<file path="src/rtl/periph_consts.svh">
// Address map, slot numbers, widths and reset pin selections of the peripheral wrapper
`ifndef PERIPH_CONSTS_SVH
`define PERIPH_CONSTS_SVH

// Bus widths
`define PERIPH_ADDR_W       11
`define PERIPH_DATA_W       32
`define PERIPH_SLOT_OFS_W   6      // 64-byte word slots
`define PERIPH_BYTE_OFS_W   4      // 16-byte byte slots

// Access size strobe, active low
`define ACCESS_IDLE         2'b11

// Slot numbers
`define PERIPH_SLOT_GPIO    1
`define PERIPH_SLOT_MUL     2
`define PERIPH_BYTE_PWM     0

// GPIO register offsets
`define GPIO_OFS_OUT        6'h00
`define GPIO_OFS_IN         6'h04
`define GPIO_OFS_AUDIO      6'h10
`define GPIO_OFS_FSEL_BASE  6'h20  // Select n at base + 4n

// Multiplier register offsets and operand width
`define MUL_OFS_A           6'h00
`define MUL_OFS_B           6'h04
`define MUL_OFS_P           6'h08
`define MUL_OP_W            16

// Output pins and their reset function selects
`define PIN_COUNT           8
`define FSEL_RESET_LOW      5'(`PERIPH_SLOT_MUL)   // Pins 0 and 1
`define FSEL_RESET_HIGH     5'(`PERIPH_SLOT_GPIO)

`endif

</file>
<file path="src/rtl/periph_bus_pkg.sv">
// Bus request, gated slot request and peripheral response types
`default_nettype none

`include "periph_consts.svh"

package periph_bus_pkg;

    // 11 idle, 00 byte, 01 halfword, 10 word
    typedef logic [1:0] access_n_t;

    // Request as issued by the core
    typedef struct packed {
        logic [`PERIPH_ADDR_W-1:0] addr;
        logic [`PERIPH_DATA_W-1:0] data;
        access_n_t                 write_n;
        access_n_t                 read_n;
    } bus_req_t;

    // Request after decode, strobes idle unless this slot is addressed
    typedef struct packed {
        logic [`PERIPH_SLOT_OFS_W-1:0] ofs;
        logic [`PERIPH_DATA_W-1:0]     data;
        access_n_t                     write_n;
        access_n_t                     read_n;
    } slot_req_t;

    typedef struct packed {
        logic [`PERIPH_DATA_W-1:0] data;
        logic                      ready;    // Read data valid
    } periph_rsp_t;

endpackage

`default_nettype wire

</file>
<file path="src/rtl/periph_map_pkg.sv">
// Pin function select type and pin source bundle
`default_nettype none

`include "periph_consts.svh"

package periph_map_pkg;

    // Which slot drives an output pin
    typedef struct packed {
        logic       byte_sel;   // Byte slots rather than word slots
        logic [3:0] slot;
    } fsel_t;

    // Pin outputs offered by the peripherals
    typedef struct packed {
        logic [`PIN_COUNT-1:0] mul;
        logic [`PIN_COUNT-1:0] pwm;
    } pin_src_t;

endpackage

`default_nettype wire

</file>
<file path="src/rtl/periph_decode.sv">
// Address decoder, request gating, response mux and read holding register
`timescale 1ns/1ps
`default_nettype none

`include "periph_consts.svh"

module periph_decode (
    input  logic                        clk,
    input  logic                        rst_n,
    input  periph_bus_pkg::bus_req_t    i_req,
    input  logic                        i_read_complete,
    output periph_bus_pkg::slot_req_t   o_gpio_req,
    output periph_bus_pkg::slot_req_t   o_mul_req,
    output periph_bus_pkg::slot_req_t   o_pwm_req,
    input  periph_bus_pkg::periph_rsp_t i_gpio_rsp,
    input  periph_bus_pkg::periph_rsp_t i_mul_rsp,
    input  periph_bus_pkg::periph_rsp_t i_pwm_rsp,
    output logic [`PERIPH_DATA_W-1:0]   o_data,
    output logic                        o_data_ready
);

    logic [3:0]                     word_slot;
    logic [3:0]                     byte_slot;
    logic [`PERIPH_SLOT_OFS_W-1:0]  byte_ofs;
    logic                           gpio_hit;
    logic                           mul_hit;
    logic                           pwm_hit;
    logic                           read_req;
    logic                           capture;
    logic                           hold;       // Result waits for read complete
    logic                           ready_r;
    logic [`PERIPH_DATA_W-1:0]      data_r;
    logic [`PERIPH_DATA_W-1:0]      sel_data;
    logic                           sel_ready;
    periph_bus_pkg::access_n_t      read_n_peri;

    function automatic periph_bus_pkg::slot_req_t gate_req(
        input logic                          hit,
        input logic [`PERIPH_SLOT_OFS_W-1:0] ofs,
        input periph_bus_pkg::bus_req_t      req,
        input periph_bus_pkg::access_n_t     read_n
    );
        periph_bus_pkg::slot_req_t sreq;
        sreq.ofs     = ofs;
        sreq.data    = req.data;
        sreq.write_n = hit ? req.write_n : `ACCESS_IDLE;
        sreq.read_n  = hit ? read_n : `ACCESS_IDLE;
        return sreq;
    endfunction

    // Bit 10 picks the byte slots
    assign word_slot = i_req.addr[`PERIPH_ADDR_W-2:`PERIPH_SLOT_OFS_W];
    assign byte_slot = i_req.addr[`PERIPH_BYTE_OFS_W+3:`PERIPH_BYTE_OFS_W];
    assign byte_ofs  = {{(`PERIPH_SLOT_OFS_W-`PERIPH_BYTE_OFS_W){1'b0}},
                        i_req.addr[`PERIPH_BYTE_OFS_W-1:0]};

    assign gpio_hit = !i_req.addr[`PERIPH_ADDR_W-1] && word_slot == 4'(`PERIPH_SLOT_GPIO);
    assign mul_hit  = !i_req.addr[`PERIPH_ADDR_W-1] && word_slot == 4'(`PERIPH_SLOT_MUL);
    assign pwm_hit  = i_req.addr[`PERIPH_ADDR_W-1] && byte_slot == 4'(`PERIPH_BYTE_PWM);

    assign read_req    = i_req.read_n != `ACCESS_IDLE;
    assign read_n_peri = i_req.read_n | {2{hold}};   // No second read while holding

    assign o_gpio_req = gate_req(gpio_hit, i_req.addr[`PERIPH_SLOT_OFS_W-1:0], i_req,
                                 read_n_peri);
    assign o_mul_req  = gate_req(mul_hit, i_req.addr[`PERIPH_SLOT_OFS_W-1:0], i_req,
                                 read_n_peri);
    assign o_pwm_req  = gate_req(pwm_hit, byte_ofs, i_req, read_n_peri);

    always_comb begin
        sel_data  = '0;
        sel_ready = 1'b1;   // Empty slots read zero at once
        if (gpio_hit) begin
            sel_data  = i_gpio_rsp.data;
            sel_ready = i_gpio_rsp.ready;
        end else if (mul_hit) begin
            sel_data  = i_mul_rsp.data;
            sel_ready = i_mul_rsp.ready;
        end else if (pwm_hit) begin
            sel_data  = i_pwm_rsp.data;
            sel_ready = i_pwm_rsp.ready;
        end
    end

    assign capture = !hold && sel_ready && read_req;

    always_ff @(posedge clk) begin
        if (!rst_n) begin
            hold    <= 1'b0;
            ready_r <= 1'b0;
        end else begin
            if (i_read_complete) hold <= 1'b0;
            if (capture) hold <= 1'b1;
            ready_r <= read_req && sel_ready;   // Follows the registered data
        end
    end

    always_ff @(posedge clk) begin
        if (capture) data_r <= sel_data;
    end

    assign o_data       = data_r;
    assign o_data_ready = ready_r || i_req.write_n != `ACCESS_IDLE;   // Writes finish at once

endmodule

`default_nettype wire

</file>
<file path="src/rtl/gpio_ctrl.sv">
// GPIO output and input registers, pin function selects, audio select and pin output mux
`timescale 1ns/1ps
`default_nettype none

`include "periph_consts.svh"

module gpio_ctrl (
    input  logic                        clk,
    input  logic                        rst_n,
    input  periph_bus_pkg::slot_req_t   i_req,
    output periph_bus_pkg::periph_rsp_t o_rsp,
    input  logic [7:0]                  i_ui_in,
    input  periph_map_pkg::pin_src_t    i_pins,
    output logic [`PIN_COUNT-1:0]       o_uo_out,
    output logic                        o_audio_select
);

    logic [`PIN_COUNT-1:0]  gpio_out;
    periph_map_pkg::fsel_t  fsel [`PIN_COUNT];
    logic [2:0]             audio_sel;
    logic                   wr;
    logic                   rd;
    logic                   fsel_hit;
    logic [2:0]             fsel_idx;

    assign wr = i_req.write_n != `ACCESS_IDLE;
    assign rd = i_req.read_n != `ACCESS_IDLE;

    // Selects sit on word offsets 0x20 to 0x3c
    assign fsel_hit = (i_req.ofs & 6'h23) == `GPIO_OFS_FSEL_BASE;
    assign fsel_idx = i_req.ofs[4:2];

    always_ff @(posedge clk) begin
        if (!rst_n) begin
            gpio_out  <= '0;
            audio_sel <= '0;
            for (int i = 0; i < `PIN_COUNT; i++) begin
                fsel[i] <= (i < 2) ? `FSEL_RESET_LOW : `FSEL_RESET_HIGH;
            end
        end else if (wr) begin
            if (i_req.ofs == `GPIO_OFS_OUT) gpio_out <= i_req.data[`PIN_COUNT-1:0];
            if (i_req.ofs == `GPIO_OFS_AUDIO) audio_sel <= i_req.data[2:0];
            if (fsel_hit) fsel[fsel_idx] <= periph_map_pkg::fsel_t'(i_req.data[4:0]);
        end
    end

    // Register readback
    always_comb begin
        o_rsp.ready = 1'b1;
        o_rsp.data  = '0;
        if (rd) begin
            if (i_req.ofs == `GPIO_OFS_OUT) begin
                o_rsp.data = {{(`PERIPH_DATA_W-`PIN_COUNT){1'b0}}, gpio_out};
            end else if (i_req.ofs == `GPIO_OFS_IN) begin
                o_rsp.data = {{(`PERIPH_DATA_W-8){1'b0}}, i_ui_in};
            end else if (i_req.ofs == `GPIO_OFS_AUDIO) begin
                o_rsp.data = {{(`PERIPH_DATA_W-3){1'b0}}, audio_sel};
            end else if (fsel_hit) begin
                o_rsp.data = {{(`PERIPH_DATA_W-5){1'b0}}, fsel[fsel_idx]};
            end
        end
    end

    // Each pin takes its own bit from the selected source
    always_comb begin
        for (int i = 0; i < `PIN_COUNT; i++) begin
            o_uo_out[i] = 1'b0;   // Unpopulated source
            if (fsel[i].byte_sel) begin
                if (fsel[i].slot == 4'(`PERIPH_BYTE_PWM)) o_uo_out[i] = i_pins.pwm[i];
            end else if (fsel[i].slot == 4'(`PERIPH_SLOT_GPIO)) begin
                o_uo_out[i] = gpio_out[i];
            end else if (fsel[i].slot == 4'(`PERIPH_SLOT_MUL)) begin
                o_uo_out[i] = i_pins.mul[i];
            end
        end
    end

    assign o_audio_select = audio_sel[2];

endmodule

`default_nettype wire

</file>
<file path="src/rtl/mul_unit.sv">
// Iterative shift-add multiplier peripheral with busy stall and done interrupt
`timescale 1ns/1ps
`default_nettype none

`include "periph_consts.svh"

module mul_unit (
    input  logic                        clk,
    input  logic                        rst_n,
    input  periph_bus_pkg::slot_req_t   i_req,
    output periph_bus_pkg::periph_rsp_t o_rsp,
    output logic [`PIN_COUNT-1:0]       o_pins,
    output logic                        o_irq
);

    logic [`MUL_OP_W-1:0]   op_a;
    logic [`MUL_OP_W-1:0]   op_b;
    logic [2*`MUL_OP_W-1:0] product;
    logic [3:0]             step;       // Bit of B being added in
    logic                   busy;
    logic                   irq;
    logic                   wr;
    logic                   rd;

    assign wr = i_req.write_n != `ACCESS_IDLE;
    assign rd = i_req.read_n != `ACCESS_IDLE;

    // Operands are frozen while a product is in progress
    always_ff @(posedge clk) begin
        if (wr && !busy) begin
            if (i_req.ofs == `MUL_OFS_A) op_a <= i_req.data[`MUL_OP_W-1:0];
            if (i_req.ofs == `MUL_OFS_B) op_b <= i_req.data[`MUL_OP_W-1:0];
        end
    end

    always_ff @(posedge clk) begin
        if (!rst_n) begin
            product <= '0;
            step    <= '0;
            busy    <= 1'b0;
            irq     <= 1'b0;
        end else if (busy) begin
            if (op_b[step]) product <= product + ({{`MUL_OP_W{1'b0}}, op_a} << step);
            step <= step + 4'd1;
            if (step == 4'(`MUL_OP_W-1)) begin
                busy <= 1'b0;
                irq  <= 1'b1;   // Product done
            end
        end else if (wr && i_req.ofs == `MUL_OFS_B) begin
            product <= '0;      // Writing B starts a new product
            step    <= '0;
            busy    <= 1'b1;
            irq     <= 1'b0;
        end else if (rd && i_req.ofs == `MUL_OFS_P) begin
            irq <= 1'b0;        // Cleared by reading the product
        end
    end

    always_comb begin
        o_rsp.ready = !(busy && i_req.ofs == `MUL_OFS_P);   // Stall product reads
        o_rsp.data  = '0;
        if (rd) begin
            if (i_req.ofs == `MUL_OFS_A) o_rsp.data = {{`MUL_OP_W{1'b0}}, op_a};
            if (i_req.ofs == `MUL_OFS_B) o_rsp.data = {{`MUL_OP_W{1'b0}}, op_b};
            if (i_req.ofs == `MUL_OFS_P) o_rsp.data = product;
        end
    end

    assign o_pins = product[`PIN_COUNT-1:0];
    assign o_irq  = irq;

endmodule

`default_nettype wire

</file>
<file path="src/rtl/pwm_byte.sv">
// 8-bit duty PWM on a byte slot
`timescale 1ns/1ps
`default_nettype none

`include "periph_consts.svh"

module pwm_byte (
    input  logic                        clk,
    input  logic                        rst_n,
    input  periph_bus_pkg::slot_req_t   i_req,
    output periph_bus_pkg::periph_rsp_t o_rsp,
    output logic [`PIN_COUNT-1:0]       o_pins
);

    logic [7:0] cnt;        // Free running, wraps every 256 cycles
    logic [7:0] duty;
    logic       pwm_out;
    logic       duty_hit;

    assign duty_hit = i_req.ofs == '0;

    always_ff @(posedge clk) begin
        if (!rst_n) begin
            cnt     <= '0;
            duty    <= '0;
            pwm_out <= 1'b0;
        end else begin
            cnt     <= cnt + 8'd1;
            pwm_out <= cnt < duty;   // High for duty cycles of every window
            if (i_req.write_n != `ACCESS_IDLE && duty_hit) duty <= i_req.data[7:0];
        end
    end

    // Byte slot answers at once, zero extended
    always_comb begin
        o_rsp.ready = 1'b1;
        o_rsp.data  = '0;
        if (i_req.read_n != `ACCESS_IDLE && duty_hit) begin
            o_rsp.data = {{(`PERIPH_DATA_W-8){1'b0}}, duty};
        end
    end

    assign o_pins = {`PIN_COUNT{pwm_out}};

endmodule

`default_nettype wire

</file>
<file path="src/rtl/periph_top.sv">
// Peripheral wrapper top with decoder, GPIO, multiplier and PWM
`timescale 1ns/1ps
`default_nettype none

`include "periph_consts.svh"

module periph_top (
    input  logic                      clk,
    input  logic                      rst_n,
    input  logic [7:0]                i_ui_in,
    output logic [`PIN_COUNT-1:0]     o_uo_out,
    output logic                      o_audio,
    output logic                      o_audio_select,
    input  logic [`PERIPH_ADDR_W-1:0] i_addr,
    input  logic [`PERIPH_DATA_W-1:0] i_data,
    input  periph_bus_pkg::access_n_t i_write_n,
    input  periph_bus_pkg::access_n_t i_read_n,
    output logic [`PERIPH_DATA_W-1:0] o_data,
    output logic                      o_data_ready,
    input  logic                      i_read_complete,
    output logic                      o_irq
);

    periph_bus_pkg::bus_req_t    bus_req;
    periph_bus_pkg::slot_req_t   gpio_req;
    periph_bus_pkg::slot_req_t   mul_req;
    periph_bus_pkg::slot_req_t   pwm_req;
    periph_bus_pkg::periph_rsp_t gpio_rsp;
    periph_bus_pkg::periph_rsp_t mul_rsp;
    periph_bus_pkg::periph_rsp_t pwm_rsp;
    periph_map_pkg::pin_src_t    pins;
    logic [`PIN_COUNT-1:0]       mul_pins;
    logic [`PIN_COUNT-1:0]       pwm_pins;

    assign bus_req.addr    = i_addr;
    assign bus_req.data    = i_data;
    assign bus_req.write_n = i_write_n;
    assign bus_req.read_n  = i_read_n;

    assign pins.mul = mul_pins;
    assign pins.pwm = pwm_pins;

    periph_decode u_decode (
        .clk             (clk),
        .rst_n           (rst_n),
        .i_req           (bus_req),
        .i_read_complete (i_read_complete),
        .o_gpio_req      (gpio_req),
        .o_mul_req       (mul_req),
        .o_pwm_req       (pwm_req),
        .i_gpio_rsp      (gpio_rsp),
        .i_mul_rsp       (mul_rsp),
        .i_pwm_rsp       (pwm_rsp),
        .o_data          (o_data),
        .o_data_ready    (o_data_ready)
    );

    gpio_ctrl u_gpio (
        .clk            (clk),
        .rst_n          (rst_n),
        .i_req          (gpio_req),
        .o_rsp          (gpio_rsp),
        .i_ui_in        (i_ui_in),
        .i_pins         (pins),
        .o_uo_out       (o_uo_out),
        .o_audio_select (o_audio_select)
    );

    mul_unit u_mul (
        .clk    (clk),
        .rst_n  (rst_n),
        .i_req  (mul_req),
        .o_rsp  (mul_rsp),
        .o_pins (mul_pins),
        .o_irq  (o_irq)
    );

    pwm_byte u_pwm (
        .clk    (clk),
        .rst_n  (rst_n),
        .i_req  (pwm_req),
        .o_rsp  (pwm_rsp),
        .o_pins (pwm_pins)
    );

    assign o_audio = pwm_pins[`PIN_COUNT-1];   // PWM doubles as audio

endmodule

`default_nettype wire

</file>
<file path="config.mk">
export PLATFORM = sky130hd
export DESIGN_NAME = periph_top
export DESIGN_NICKNAME = d
export VERILOG_FILES = /design/src/rtl/periph_bus_pkg.sv /design/src/rtl/periph_map_pkg.sv /design/src/rtl/periph_decode.sv /design/src/rtl/gpio_ctrl.sv /design/src/rtl/mul_unit.sv /design/src/rtl/pwm_byte.sv /design/src/rtl/periph_top.sv
export VERILOG_INCLUDE_DIRS = /design/src /design/src/rtl
export SDC_FILE = /design/constraint.sdc
export NUM_CORES = 1
export LEC_CHECK = 0
export BUFFER_PORTS_ARGS = -buffer_cell sky130_fd_sc_hd__buf_4
export CAP_MARGIN = 20
export CORE_MARGIN = 1.5
export CORE_UTILIZATION = 60
export DETAILED_ROUTE_END_ITERATION = 7
export PLACE_DENSITY = 0.9
export SETUP_SLACK_MARGIN = 0.2
export SKIP_CTS_REPAIR_TIMING = 1
export SYNTH_ARGS = -nofsm -noshare
export SYNTH_HDL_FRONTEND = slang
export SYNTH_SLANG_ARGS = --single-unit
</file>
<file path="constraint.sdc">
create_clock -name clk -period 9.4 [get_ports clk]
set_input_delay 0.94 -clock clk [delete_from_list [all_inputs] [get_ports clk]]
set_output_delay 0.94 -clock clk [all_outputs]
set_load 0.1 [all_outputs]
</file>
# Yosys cells after proc, flatten, opt, wreduce, memory -nomap -nowiden

Memory sizes are Yosys's and may differ from the RTL's.
Index checks and enable logic that the tools add are counted.

Add/subtract/negate cells: 3
Order comparisons: 2
Equal/unequal tests: 33
Shift operators: 1
Muxes and demuxes: 77
Bitwise logic cells: 1
Reduce and logical (&&, ||, !) cells: 38

Operator list:

| cell                                                                          | count |
|---|---|
| 32-bit 2-to-1 mux                                                             | 12 |
| 1-bit 2-to-1 mux                                                              | 50 |
| 4-bit by 1-bit equality test with 1-bit output (second input constant)        | 9 |
| 4-bit by 2-bit equality test with 1-bit output (second input constant)        | 9 |
| 4-bit zero test                                                               | 9 |
| 32-bit adder                                                                  | 1 |
| 16-bit 2-to-1 mux                                                             | 2 |
| 16-bit by 4-bit << shifter with 32-bit output                                 | 1 |
| 2-bit inequality test (second input constant)                                 | 10 |
| 1-bit logical AND                                                             | 12 |
| 6-bit zero test                                                               | 2 |
| 2-bit 2-to-1 mux                                                              | 6 |
| 2-bit AND reduction                                                           | 6 |
| 5-bit 2-to-1 mux                                                              | 2 |
| 8-bit by 1-bit adder with 8-bit output (second input constant)                | 1 |
| 8-bit less-than comparator                                                    | 1 |
| 4-bit 2-to-1 mux                                                              | 2 |
| 8-bit 2-to-1 mux                                                              | 1 |
| 6-bit by 3-bit equality test with 1-bit output (second input constant)        | 1 |
| 6-bit by 4-bit equality test with 1-bit output (second input constant)        | 1 |
| 6-bit by 5-bit equality test with 1-bit output (second input constant)        | 1 |
| 4-bit by 5-bit less-than comparator with 1-bit output (second input constant) | 1 |
| 5-bit OR reduction                                                            | 1 |
| 4-bit by 1-bit adder with 4-bit output (second input constant)                | 1 |
| other kinds (9)                                                               | 13 |

Bits in registers: 132
Bits in writable memories: 40
Input bits: 58
Output and inout port bits: 44
Logic and storage cells: 170
Memories kept: 1

Memory list:

| memory      | words | bits a word | read ports | clocked after Yosys merged registers in | wr ports | line            | text |
|---|---|---|---|---|---|---|---|
| u_gpio.fsel | 8     | 5           | 9          | 0                                       | 8        | gpio_ctrl.sv:19 | `` periph_map_pkg::fsel_t fsel [`PIN_COUNT]; `` |

# Logic depth before layout (Yosys ltp)

Gate-level depths: netlist (run 1).

Word-level depth: 9
Gate-level depth with buffers: 18
Gate-level depth less buffers: 16

# Cells and area by module

Synthesis (run 1) repeated with hierarchy kept, for this count alone.

Cell total of the unflattened synthesis: 1363
Area total of the unflattened synthesis: 12449.4 µm²

Modules (own cells, without submodules):

| module        | instances | cells each | area each (µm²) | seq. area each (µm²) |
|---|---|---|---|---|
| mul_unit      | 1         | 657        | 5555.3          | 1721.7 |
| gpio_ctrl     | 1         | 307        | 3098.0          | 1421.4 |
| periph_decode | 1         | 259        | 2627.5          | 1001.0 |
| pwm_byte      | 1         | 140        | 1168.6          | 340.3 |

# Worst setup path after synthesis (run 1)

OpenSTA, ideal clock, no wires.

Kind: register to output
From: register u_pwm.pwm_out
To: output port o_uo_out[0]
Arrival time: 3.403 ns
Required time: 8.460 ns
Setup slack: 5.057 ns
Stages on the path, launching flop included: 5
Path buffers: 0
Cells stage by stage: dfxtp_1 > nand2b_1 > o21ai_0 > o21ai_0 > nor3_1

Longest elaborated chain between the ends: 2

Ends and longest elaborated chain:

| what                     | line             | text |
|---|---|---|
| start: declaration       | pwm_byte.sv:17   | `logic pwm_out;` |
| start signal: assignment | pwm_byte.sv:29   | `pwm_out <= cnt < duty;` |
| 1-bit 2-to-1 mux         | gpio_ctrl.sv:69  | `` if (fsel[i].slot == 4'(`PERIPH_BYTE_PWM)) o_uo_out[i] = i_pins.pwm[i]; `` |
| 1-bit 2-to-1 mux         | gpio_ctrl.sv:68  | `if (fsel[i].byte_sel) begin` |
| end: declaration         | periph_top.sv:11 | `` output logic [`PIN_COUNT-1:0] o_uo_out, `` |

Every way passes these cells.

# Worst setup path in the final report (run 1)

From: register u_mul.step[1]
To: register u_mul.product[28]

Longest elaborated chain between the ends: 4
Elaborated cells on any way between the ends: 8
Those cells by class: add/sub: 1; eq/ne: 1; shift: 1; mux: 4; reduce/logical: 1

Ends and longest elaborated chain:

| what                                                                                                       | line           | text |
|---|---|---|
| start: declaration                                                                                         | mul_unit.sv:19 | `logic [3:0] step;` |
| start signal: assignment                                                                                   | mul_unit.sv:44 | `step <= step + 4'd1;` |
| 16-bit by 4-bit << shifter with 32-bit output or 1-bit binary-select mux with 4-bit select (tied branches) | mul_unit.sv:43 | `` if (op_b[step]) product <= product + ({{`MUL_OP_W{1'b0}}, op_a} << step); `` |
| 32-bit adder or 1-bit 2-to-1 mux (tied branches)                                                           | mul_unit.sv:43 |  |
| 32-bit 2-to-1 mux or 2-bit inequality test (tied branches)                                                 | n/a            |  |
| 32-bit 2-to-1 mux or 2-bit AND reduction (tied branches)                                                   | n/a            |  |
| end signal: assignment                                                                                     | mul_unit.sv:43 |  |
| end: declaration                                                                                           | mul_unit.sv:18 | `` logic [2*`MUL_OP_W-1:0] product; `` |

Parallel ways exist; a longest one is shown, timed or not. The select of a mux whose other input is x is not followed.
A chain may end at the register's enable or synchronous reset.

==> results of run 1 <==
[cell type report]
class,instances,area [sq um]
Timing Repair Buffer,93,698
Sequential cell,172,4480
Clock inverter,14,179
Tap cell,220,275
Clock buffer,18,429
Inverter,25,93.8
Fill cell,1124,5030
Multi-Input combinational cell,720,5220
[worst max path at each step]
| stage | startpoint | cells past startpoint | end | slack [ns] |
|---|---|---|---|---|
| global route | u_mul.step[1] | 14 | u_mul.product[28] | 4.44 |
| CTS | u_mul.step[1] | 14 | u_mul.product[28] | 4.90 |
| finish | u_mul.step[1] | 14 | u_mul.product[28] | 4.67 |
| floorplan | u_pwm.pwm_out | 4 | o_uo_out[0] | 5.06 |
| detailed placement | u_mul.step[1] | 14 | u_mul.product[28] | 5.04 |
| global placement | u_mul.step[1] | 14 | u_mul.product[28] | 5.11 |
[worst max-delay path: stages, from the launching register on]
cell and delay (ns):
dfxtp_1 0.96, mux2_2 0.43, o21ai_0 0.45, nor2_1 0.07, a21oi_1 0.24, nor2_1 0.08, ha_1 0.41, o21ai_0 0.13
a21oi_1 0.19, o211ai_1 0.21, a31oi_1 0.42, o21ai_1 0.24, o31ai_1 0.43, xor2_1 0.12, a22o_1 0.22
[per-stage QoR]
stage	instances	instance area (sq um)	power, mW	hold slack (ns)
CTS	1262	11400	1.75	0.485
global route	1262	11400	1.79	0.499
floorplan	970	10000	0.973	0.425
finish	1262	11400	1.75	0.480
global placement	1230	10800	1.02	0.447
detailed placement	1230	10800	1.03	0.467
[cells by family (layout without fill, tap and decap cells)]
group	after synthesis	after routing	synth area share, %
AO/OA/AOI/OAI	244	244	16.3
AND/OR/NAND/NOR	336	336	18.3
adder cells (fa/ha/maj)	41	41	5.20
XOR/XNOR	33	33	2.89
buffers and inverters	78	150	3.32
flip-flops	172	172	44.8
multiplexers	66	66	9.15
[power by group]
part	internal, mW	total, mW	switching (mW)
Combinational	0.0490	0.182	0.133
Sequential	0.820	0.834	0.0141
Clock	0.424	0.736	0.313
Total	1.29	1.75	0.460
[metal layers]
layer	GRT usage, %	vias up	wire, um
li1	-	3728	-
met1	38.5	3939	10100
met2	49.6	531	12500
met3	7.88	116	2720
met4	16.1	0	1200
met5	0	-	0
[registers in the layout, summed over array words and instances (netlist names)]
register          flops
u_decode.hold         1
u_decode.o_data      32
u_decode.ready_r      1
u_gpio.audio_sel      3
u_gpio.fsel          40
u_gpio.gpio_out       8
u_mul.busy            1
u_mul.o_irq           1
u_mul.op_a           16
u_mul.op_b           16
u_mul.product        32
u_mul.step            4
u_pwm.cnt             8
u_pwm.duty            8
u_pwm.pwm_out         1
[cells in the final DEF, fill, tap and decap left out, types with 6 or more instances in the layout]
cell	instances
o21ai_0	69
edfxtp_1	104
xor2_1	16
mux4_2	19
a22o_1	15
mux2_2	13
nand2_1	59
nor2_1	59
buf_4	93
dfxtp_1	68
o21bai_1	6
nand2b_1	29
o221ai_1	9
clkbuf_16	17
nand3b_1	8
mux2i_1	34
a222oi_1	18
ha_1	40
a22oi_1	16
a21oi_1	51
xnor2_1	17
nor3_1	14
and3_1	7
nand3_1	13
a21o_1	13
nand4_1	11
inv_1	24
or3_1	9
and2_1	61
nor2b_1	48
[synthesized netlist by cell type (6+ instances only)]
cell type,instances
o21ai_0,69
a22o_1,15
mux2_2,13
nor2_1,59
ha_1,40
dfxtp_1,68
a222oi_1,18
buf_1,6
nand2b_1,29
mux2i_1,34
and2_1,61
buf_2,6
edfxtp_1,104
nor3_1,16
nand3b_1,8
o21bai_1,6
and3_1,7
nand2_1,59
a22oi_1,16
clkbuf_1,35
a211oi_1,6
nor2b_1,48
xnor2_1,17
nand3_1,13
or3_1,9
a31oi_1,6
inv_1,24
a21oi_1,51
o221ai_1,9
nand4_1,11
xor2_1,16
a21o_1,13
mux4_2,19
==> results.txt, run 1 <==
TritonRoute pass-1 iters: 8
data required time at the worst endpoint: 9.73 ns
CTS buffer count: 17
top_reg_cell synth: edfxtp_1
# DRC: 0
Post-synth EDFFs: 104
grt ovf: 0
initial antenna violation count: 0
hpwl dp: 18,600 um
largest net degree at the start of global routing: 64
Placement Setup Slack: 5.04 ns
Max-Cap Viols: 0
period utilization: 50.3%
I/O Buffers: 85
Nets: 1,128
drt initial violations: 1,082
# IOs: 102
CP max FO: 26
CTS Sinks: 172
Yosys warnings: 0
Setup TNS: 0 ns
RR Startpoint: u_mul.step[1]
vias in the first global route: 8,050
Starting Density: 61.0%
DIE AREA: 0.0175 sq mm
CTS tree: yes
Leakage: 4.20 nW
Worst Tran Pin Value: 1.06 ns
final worst slack: 4.67 ns
Hold Path Class: register to register
core box area: 0.0164 sq mm
syn_area_per_cell: 10.3 sq um
Antenna Cells: 0
area leader, netlist: edfxtp_1
Mapped Nets: 1,069
Mapped Area: 0.0100 sq mm
max-slew violations: 0
RSZ-0062 raised after global routing: no
Rel. slew slack: 29.1%
routed wire length: 26,600 um
register area share after synthesis: 44.8%
fin util: 69.3%
setup violators final: 0
reg2reg setup slack: 4.67 ns
Synth area leaders: edfxtp_1 (31%), dfxtp_1 (14%), ha_1 (5.0%)
startpoint types: register
pwr dens: 154 mW/mm^2
DR WL/cell: 21.0 um
routability cong.: 0.924
synth unique cells: 64
Worst Reg2Reg Path Length in Cells: 14
hold path startpoint: u_pwm.cnt[0]
Clock Skew: 0.0103 ns
IR drop worst, VDD: 0.140 mV
critical path endpoint category: register
CTS Buffer Depth: 2
Final ANT Viol Nets: 0
Yosys top cell area share: 31.2%
Tmin final: 4.73 ns
Total Routing Usage GR: 30.8%
status: finished clean
Vias per Instance: 6.59
chip height: 132 um
critical path class: register to register
Final Hold Vio Count: 0
Die W: 132 um
first-pass GRT wire length: 41,800 um
layout cells sized above 1: 16.8%
Mapped Cells: 970
H-Tree Level Count: 4
DR vias: 8,314
Hold Path Depth: 1
num rows: 47
f_max: 0.211 GHz
Post-synth ARST share: 0%
Worst R2R End: u_mul.product[28]
CTS root buf: clkbuf_16
Area Growth Syn to Fin: 13.7%
Worst-path clk slew: 0.07 ns
worst skew pair latency: 0.44 ns
Worst EP arrival: 5.06 ns
Synth Register Bits: 172
Hold EP: u_pwm.cnt[0]
Power figures use the tool's default switching activity.
==> run 2, diff against run 1 <==
==> constraint.sdc (replaced) <==
create_clock -name clk -period 4.7 [get_ports clk]
set_input_delay 0.47 -clock clk [delete_from_list [all_inputs] [get_ports clk]]
set_output_delay 0.47 -clock clk [all_outputs]
set_load 0.1 [all_outputs]
==> results.txt, run 2 (synthesis gave the netlist of run 1 again) <==
DIE AREA: 0.0175 sq mm
drt initial violations: 1,177
critical-path cell list: buf_4 -> mux2i_1 -> or2_2 -> or3_1 -> fa_1 -> nand2b_1 -> a21oi_1 -> o211ai_1 -> a31oi_1 -> o21ai_1 -> o31ai_1 -> xor2_1 -> a22o_1
routed wire length: 26,500 um
Sw Pwr: 0.926 mW
# DRC: 0
Worst-path clk slew: 0.07 ns
Tmin final: 4.17 ns
CTS Buffer Depth: 2
Hold EP: u_mul.op_a[11]
Nets: 1,130
Hold Path Depth: 1
worst skew pair latency: 0.44 ns
critical path class: register to register
hold path startpoint: i_data[11]
CTS tree: yes
num rows: 47
I/O Buffers: 85
RR Startpoint: u_mul.step[0]
Starting Density: 61.0%
Worst R2R End: u_mul.product[28]
hpwl dp: 18,500 um
IR drop worst, VDD: 0.277 mV
CTS buffer count: 17
Worst path slowest cell: dfxtp_1
post-route cell area: 0.0114 sq mm
f_max: 0.240 GHz
status: finished clean
RSZ-0062 raised after global routing: no
layout cells sized above 1: 17.1%
Final ANT Viol Nets: 0
critical path endpoint category: register
slowest stage delay, CP: 0.62 ns
final worst slack: 0.530 ns
max-slew violations: 0
first-pass GRT wire length: 41,800 um
reg2reg setup slack: 0.53 ns
most frequent cells in the layout: edfxtp_1 (104), buf_4 (95), o21ai_0 (69), dfxtp_1 (67), and2_1 (61)
TritonRoute pass-1 iters: 6
Area Growth Syn to Fin: 13.9%
CP max FO: 10
largest net degree at the start of global routing: 64
Antenna Cells: 0
Leakage: 4.21 nW
Setup TNS: 0 ns
setup violators final: 0
Hold Path Class: input pin to register
Max-Cap Viols: 0
sequential share of power: 47.4%
most common cell after layout, fill and taps aside: edfxtp_1
Final Hold Vio Count: 0
Combinational Power Share: 10.3%
Clock Skew: 0.0101 ns
vias in the first global route: 8,035
Total Routing Usage GR: 30.7%
DR WL/cell: 21.0 um
DR vias: 8,258
CTS root buf: clkbuf_16
Die W: 132 um
chip height: 132 um
CTS Sinks: 172
pwr dens: 308 mW/mm^2
max reg flops: 40
routability cong.: 0.935
Rel. slew slack: 32.5%
initial antenna violation count: 0
Sw Share: 26.4%
Tot Pwr: 3.51 mW
Worst Tran Pin Value: 1.01 ns
internal power: 2.59 mW
largest reg by FF count: u_gpio.fsel
Placement Setup Slack: 0.460 ns
period utilization: 88.7%
Worst EP arrival: 4.51 ns
Worst Reg2Reg Path Length in Cells: 13
grt ovf: 0
Clk pwr share: 42.2%
H-Tree Level Count: 4
Vias per Instance: 6.53
Post-Place Cell Area: 0.0108 sq mm
core box area: 0.0164 sq mm
data required time at the worst endpoint: 5.04 ns
startpoint types: register
# IOs: 102
-- run 2: cell count changes in the layout (fill, tap and decap cells not counted), sizes merged --
cell and change:
buf +2, clkinvlp +1, clkinv -2, inv +1
-- run 2: routing by layer --
metal / up-vias / routed length, um / GRT usage [%]
li1: 3740 / - / -
met1: 3934 / 10400 / 40.4
met2: 506 / 12500 / 49.8
met3: 78 / 2730 / 6.34
met4: 0 / 816 / 12.7
met5: - / 0 / 0
-- run 2: worst max-delay path by stage --
stage	cells past startpoint	startpoint	to	slack, ns
after floorplan	4	u_pwm.pwm_out	o_uo_out[0]	0.83
after global placement	14	u_mul.step[1]	u_mul.product[28]	0.50
after detailed placement	14	u_mul.step[1]	u_mul.product[29]	0.46
after CTS	14	u_mul.step[1]	u_mul.product[28]	0.40
after global routing	14	u_mul.step[0]	u_mul.product[25]	0.29
final	13	u_mul.step[0]	u_mul.product[28]	0.53
-- run 2: final cells by class --
type,instances,area (sq um)
multi-input cells,720,5220
fillers,1134,5010
flip-flops and latches,172,4490
repair buffers,95,713
clock buffers,18,429
well taps,220,275
clock inverters,14,181
inverters,25,93.8
-- run 2: power groups by stage --
stage	clock network, mW	registers [mW]	logic, mW
finish	1.48	1.67	0.364
global route	1.53	1.67	0.376
CTS	1.49	1.67	0.361
detailed placement	0	1.70	0.359
global placement	0	1.70	0.353
floorplan	0	1.84	0.109
-- run 2: worst max-delay path: cells and delay by family (launching register included) --
kind / cells / cell delay, ns
AND/OR/NAND/NOR: 3 / 0.90
buffers and inverters: 1 / 0.27
flip-flops: 1 / 0.62
adder cells (fa/ha/maj): 1 / 0.43
AO/OA/AOI/OAI: 6 / 1.62
multiplexers: 1 / 0.10
XOR/XNOR: 1 / 0.12
-- run 2: stage by stage --
step / utilization [%] / hold WS [ns] / instances
final: 69.4 / 0.220 / 1264
after global routing: 69.4 / 0.213 / 1264
after CTS: 69.4 / 0.213 / 1264
after detailed placement: 65.7 / 0.460 / 1232
after global placement: 65.7 / 0.440 / 1232
after floorplan: - / 0.425 / 970
==> run 3, diff against run 2 <==
--- a/config.mk
+++ b/config.mk
@@ -11,6 +11,7 @@
 export CORE_MARGIN = 1.5
 export CORE_UTILIZATION = 60
 export DETAILED_ROUTE_END_ITERATION = 7
+export MAX_ROUTING_LAYER = met4
 export PLACE_DENSITY = 0.9
 export SETUP_SLACK_MARGIN = 0.2
 export SKIP_CTS_REPAIR_TIMING = 1
==> results.txt, run 3 (synthesis gave the netlist of run 1 again) <==
status: finished clean
f_max: 0.242 GHz
Worst R2R End: u_mul.product[29]
CTS tree: yes
routability cong.: 0.959
max-slew violations: 0
fin util: 69.3%
IR drop worst, VDD: 0.246 mV
Die W: 132 um
fillers: 1,124
crit path buf inv count: 2
Clock Skew: 0.0115 ns
Starting Density: 61.0%
pwr dens: 302 mW/mm^2
period utilization: 87.8%
slowest stage delay, CP: 0.61 ns
DIE AREA: 0.0175 sq mm
data required time at the worst endpoint: 5.03 ns
critical path endpoint category: register
Tmin final: 4.13 ns
initial antenna violation count: 0
Max-Cap Viols: 0
Worst Tran Pin Value: 0.984 ns
Antenna Cells: 0
Rel. slew slack: 34.3%
Hold EP: u_mul.op_a[11]
CTS root buf: clkbuf_16
Final ANT Viol Nets: 0
hold path startpoint: i_data[11]
max reg flops: 40
chip height: 132 um
# DRC: 0
grt ovf: 0
I/O Buffers: 85
final worst slack: 0.573 ns
Post-Layout Cell Count: 1,264
Vias per Instance: 6.48
setup violators final: 0
routed wire length: 25,700 um
# IOs: 102
TritonRoute pass-1 iters: 8
drt initial violations: 1,246
Hold Path Depth: 1
hpwl dp: 18,200 um
worst skew pair latency: 0.44 ns
CP max FO: 10
RR Startpoint: u_mul.step[0]
DR vias: 8,196
CTS Buffer Depth: 2
Hold Path Class: input pin to register
multi-input logic area: 0.00522 sq mm
Reg area: 0.00449 sq mm
startpoint types: register
Worst-path clk slew: 0.07 ns
Worst path slowest cell: dfxtp_1
post-route cell area: 0.0114 sq mm
Worst EP arrival: 4.46 ns
Nets: 1,130
critical-path cell list: buf_4 -> mux2i_1 -> or2_2 -> or3_1 -> inv_1 -> ha_1 -> a211oi_1 -> o21ai_0 -> nand2_1 -> o211ai_1 -> o2111ai_1 -> a21boi_0 -> or3_1 -> a32o_1
vias in the first global route: 7,901
RSZ-0062 raised after global routing: no
Area Growth Syn to Fin: 13.6%
Post-Place Cells: 1,232
critical path class: register to register
Placement Setup Slack: 0.467 ns
CTS buffer count: 17
largest net degree at the start of global routing: 64
DR WL/cell: 20.3 um
Worst path most repeated cell: or3_1
largest reg by FF count: u_gpio.fsel
layout cells sized above 1: 17.2%
delay-heaviest family, CP: compound AO/OA/AOI/OAI gates
Leakage: 4.19 nW
Total Routing Usage GR: 30.9%
most frequent cells in the layout: edfxtp_1 (104), buf_4 (95), o21ai_0 (69), dfxtp_1 (67), and2_1 (61)
Final Hold Vio Count: 0
core box area: 0.0164 sq mm
Setup TNS: 0 ns
Post-Place Cell Area: 0.0108 sq mm
Worst Reg2Reg Path Length in Cells: 14
CTS Sinks: 172
num rows: 47
H-Tree Level Count: 4
most common cell after layout, fill and taps aside: edfxtp_1
reg2reg setup slack: 0.57 ns
first-pass GRT wire length: 41,000 um
==> run 3: cell count changes in the layout (fill, tap and decap cells not counted) <==
cell / delta
bufinv_16: -2
clkinv_8: +1
clkinvlp_4: +3
clkinv_2: -1
clkinv_1: -1
inv_8: +1
inv_6: -1
==> run 3: power breakdown <==
group	leakage, nW	internal [mW]	switching [mW]
Sequential	1.55	1.64	0.0269
Clock	0.273	0.752	0.649
Combinational	2.36	0.0981	0.264
Total	4.19	2.49	0.940
==> run 3: final cells by class <==
cell class	instances	share of cell area (%)
clock buffer	18	3.78
tap	220	2.42
clock inverter	14	1.35
timing repair buffer	95	6.27
inverter	25	0.826
sequential	172	39.5
multi-input combinational	720	45.9
==> run 3: stage by stage <==
stage	hold slack, ns	total power [mW]
floorplan	0.425	1.95
global placement	0.445	2.05
detailed placement	0.470	2.06
CTS	0.218	3.42
global route	0.212	3.50
finish	0.221	3.43
==> run 3: layer usage <==
metal | part of all wire (%) | global-route usage (%) | vias to the layer above | wire [um]
li1 | - | - | 3738 | -
met1 | 39 | 40.1 | 3903 | 10100
met2 | 48 | 48.5 | 473 | 12400
met3 | 9.5 | 5.50 | 82 | 2440
met4 | 3.0 | 12.6 | 0 | 774
met5 | 0 | - | - | 0
==> run 3: worst max path at each step <==
stage                              endpoint     startpoint  cells after the start  slack, ns
after detailed placement  u_mul.product[28]  u_mul.step[1]                     14       0.47
after global placement    u_mul.product[28]  u_mul.step[1]                     14       0.52
after global routing      u_mul.product[29]  u_mul.step[0]                     14       0.35
final                     u_mul.product[29]  u_mul.step[0]                     14       0.57
after floorplan                 o_uo_out[0]  u_pwm.pwm_out                      4       0.83
after CTS                 u_mul.product[29]  u_mul.step[1]                     14       0.39
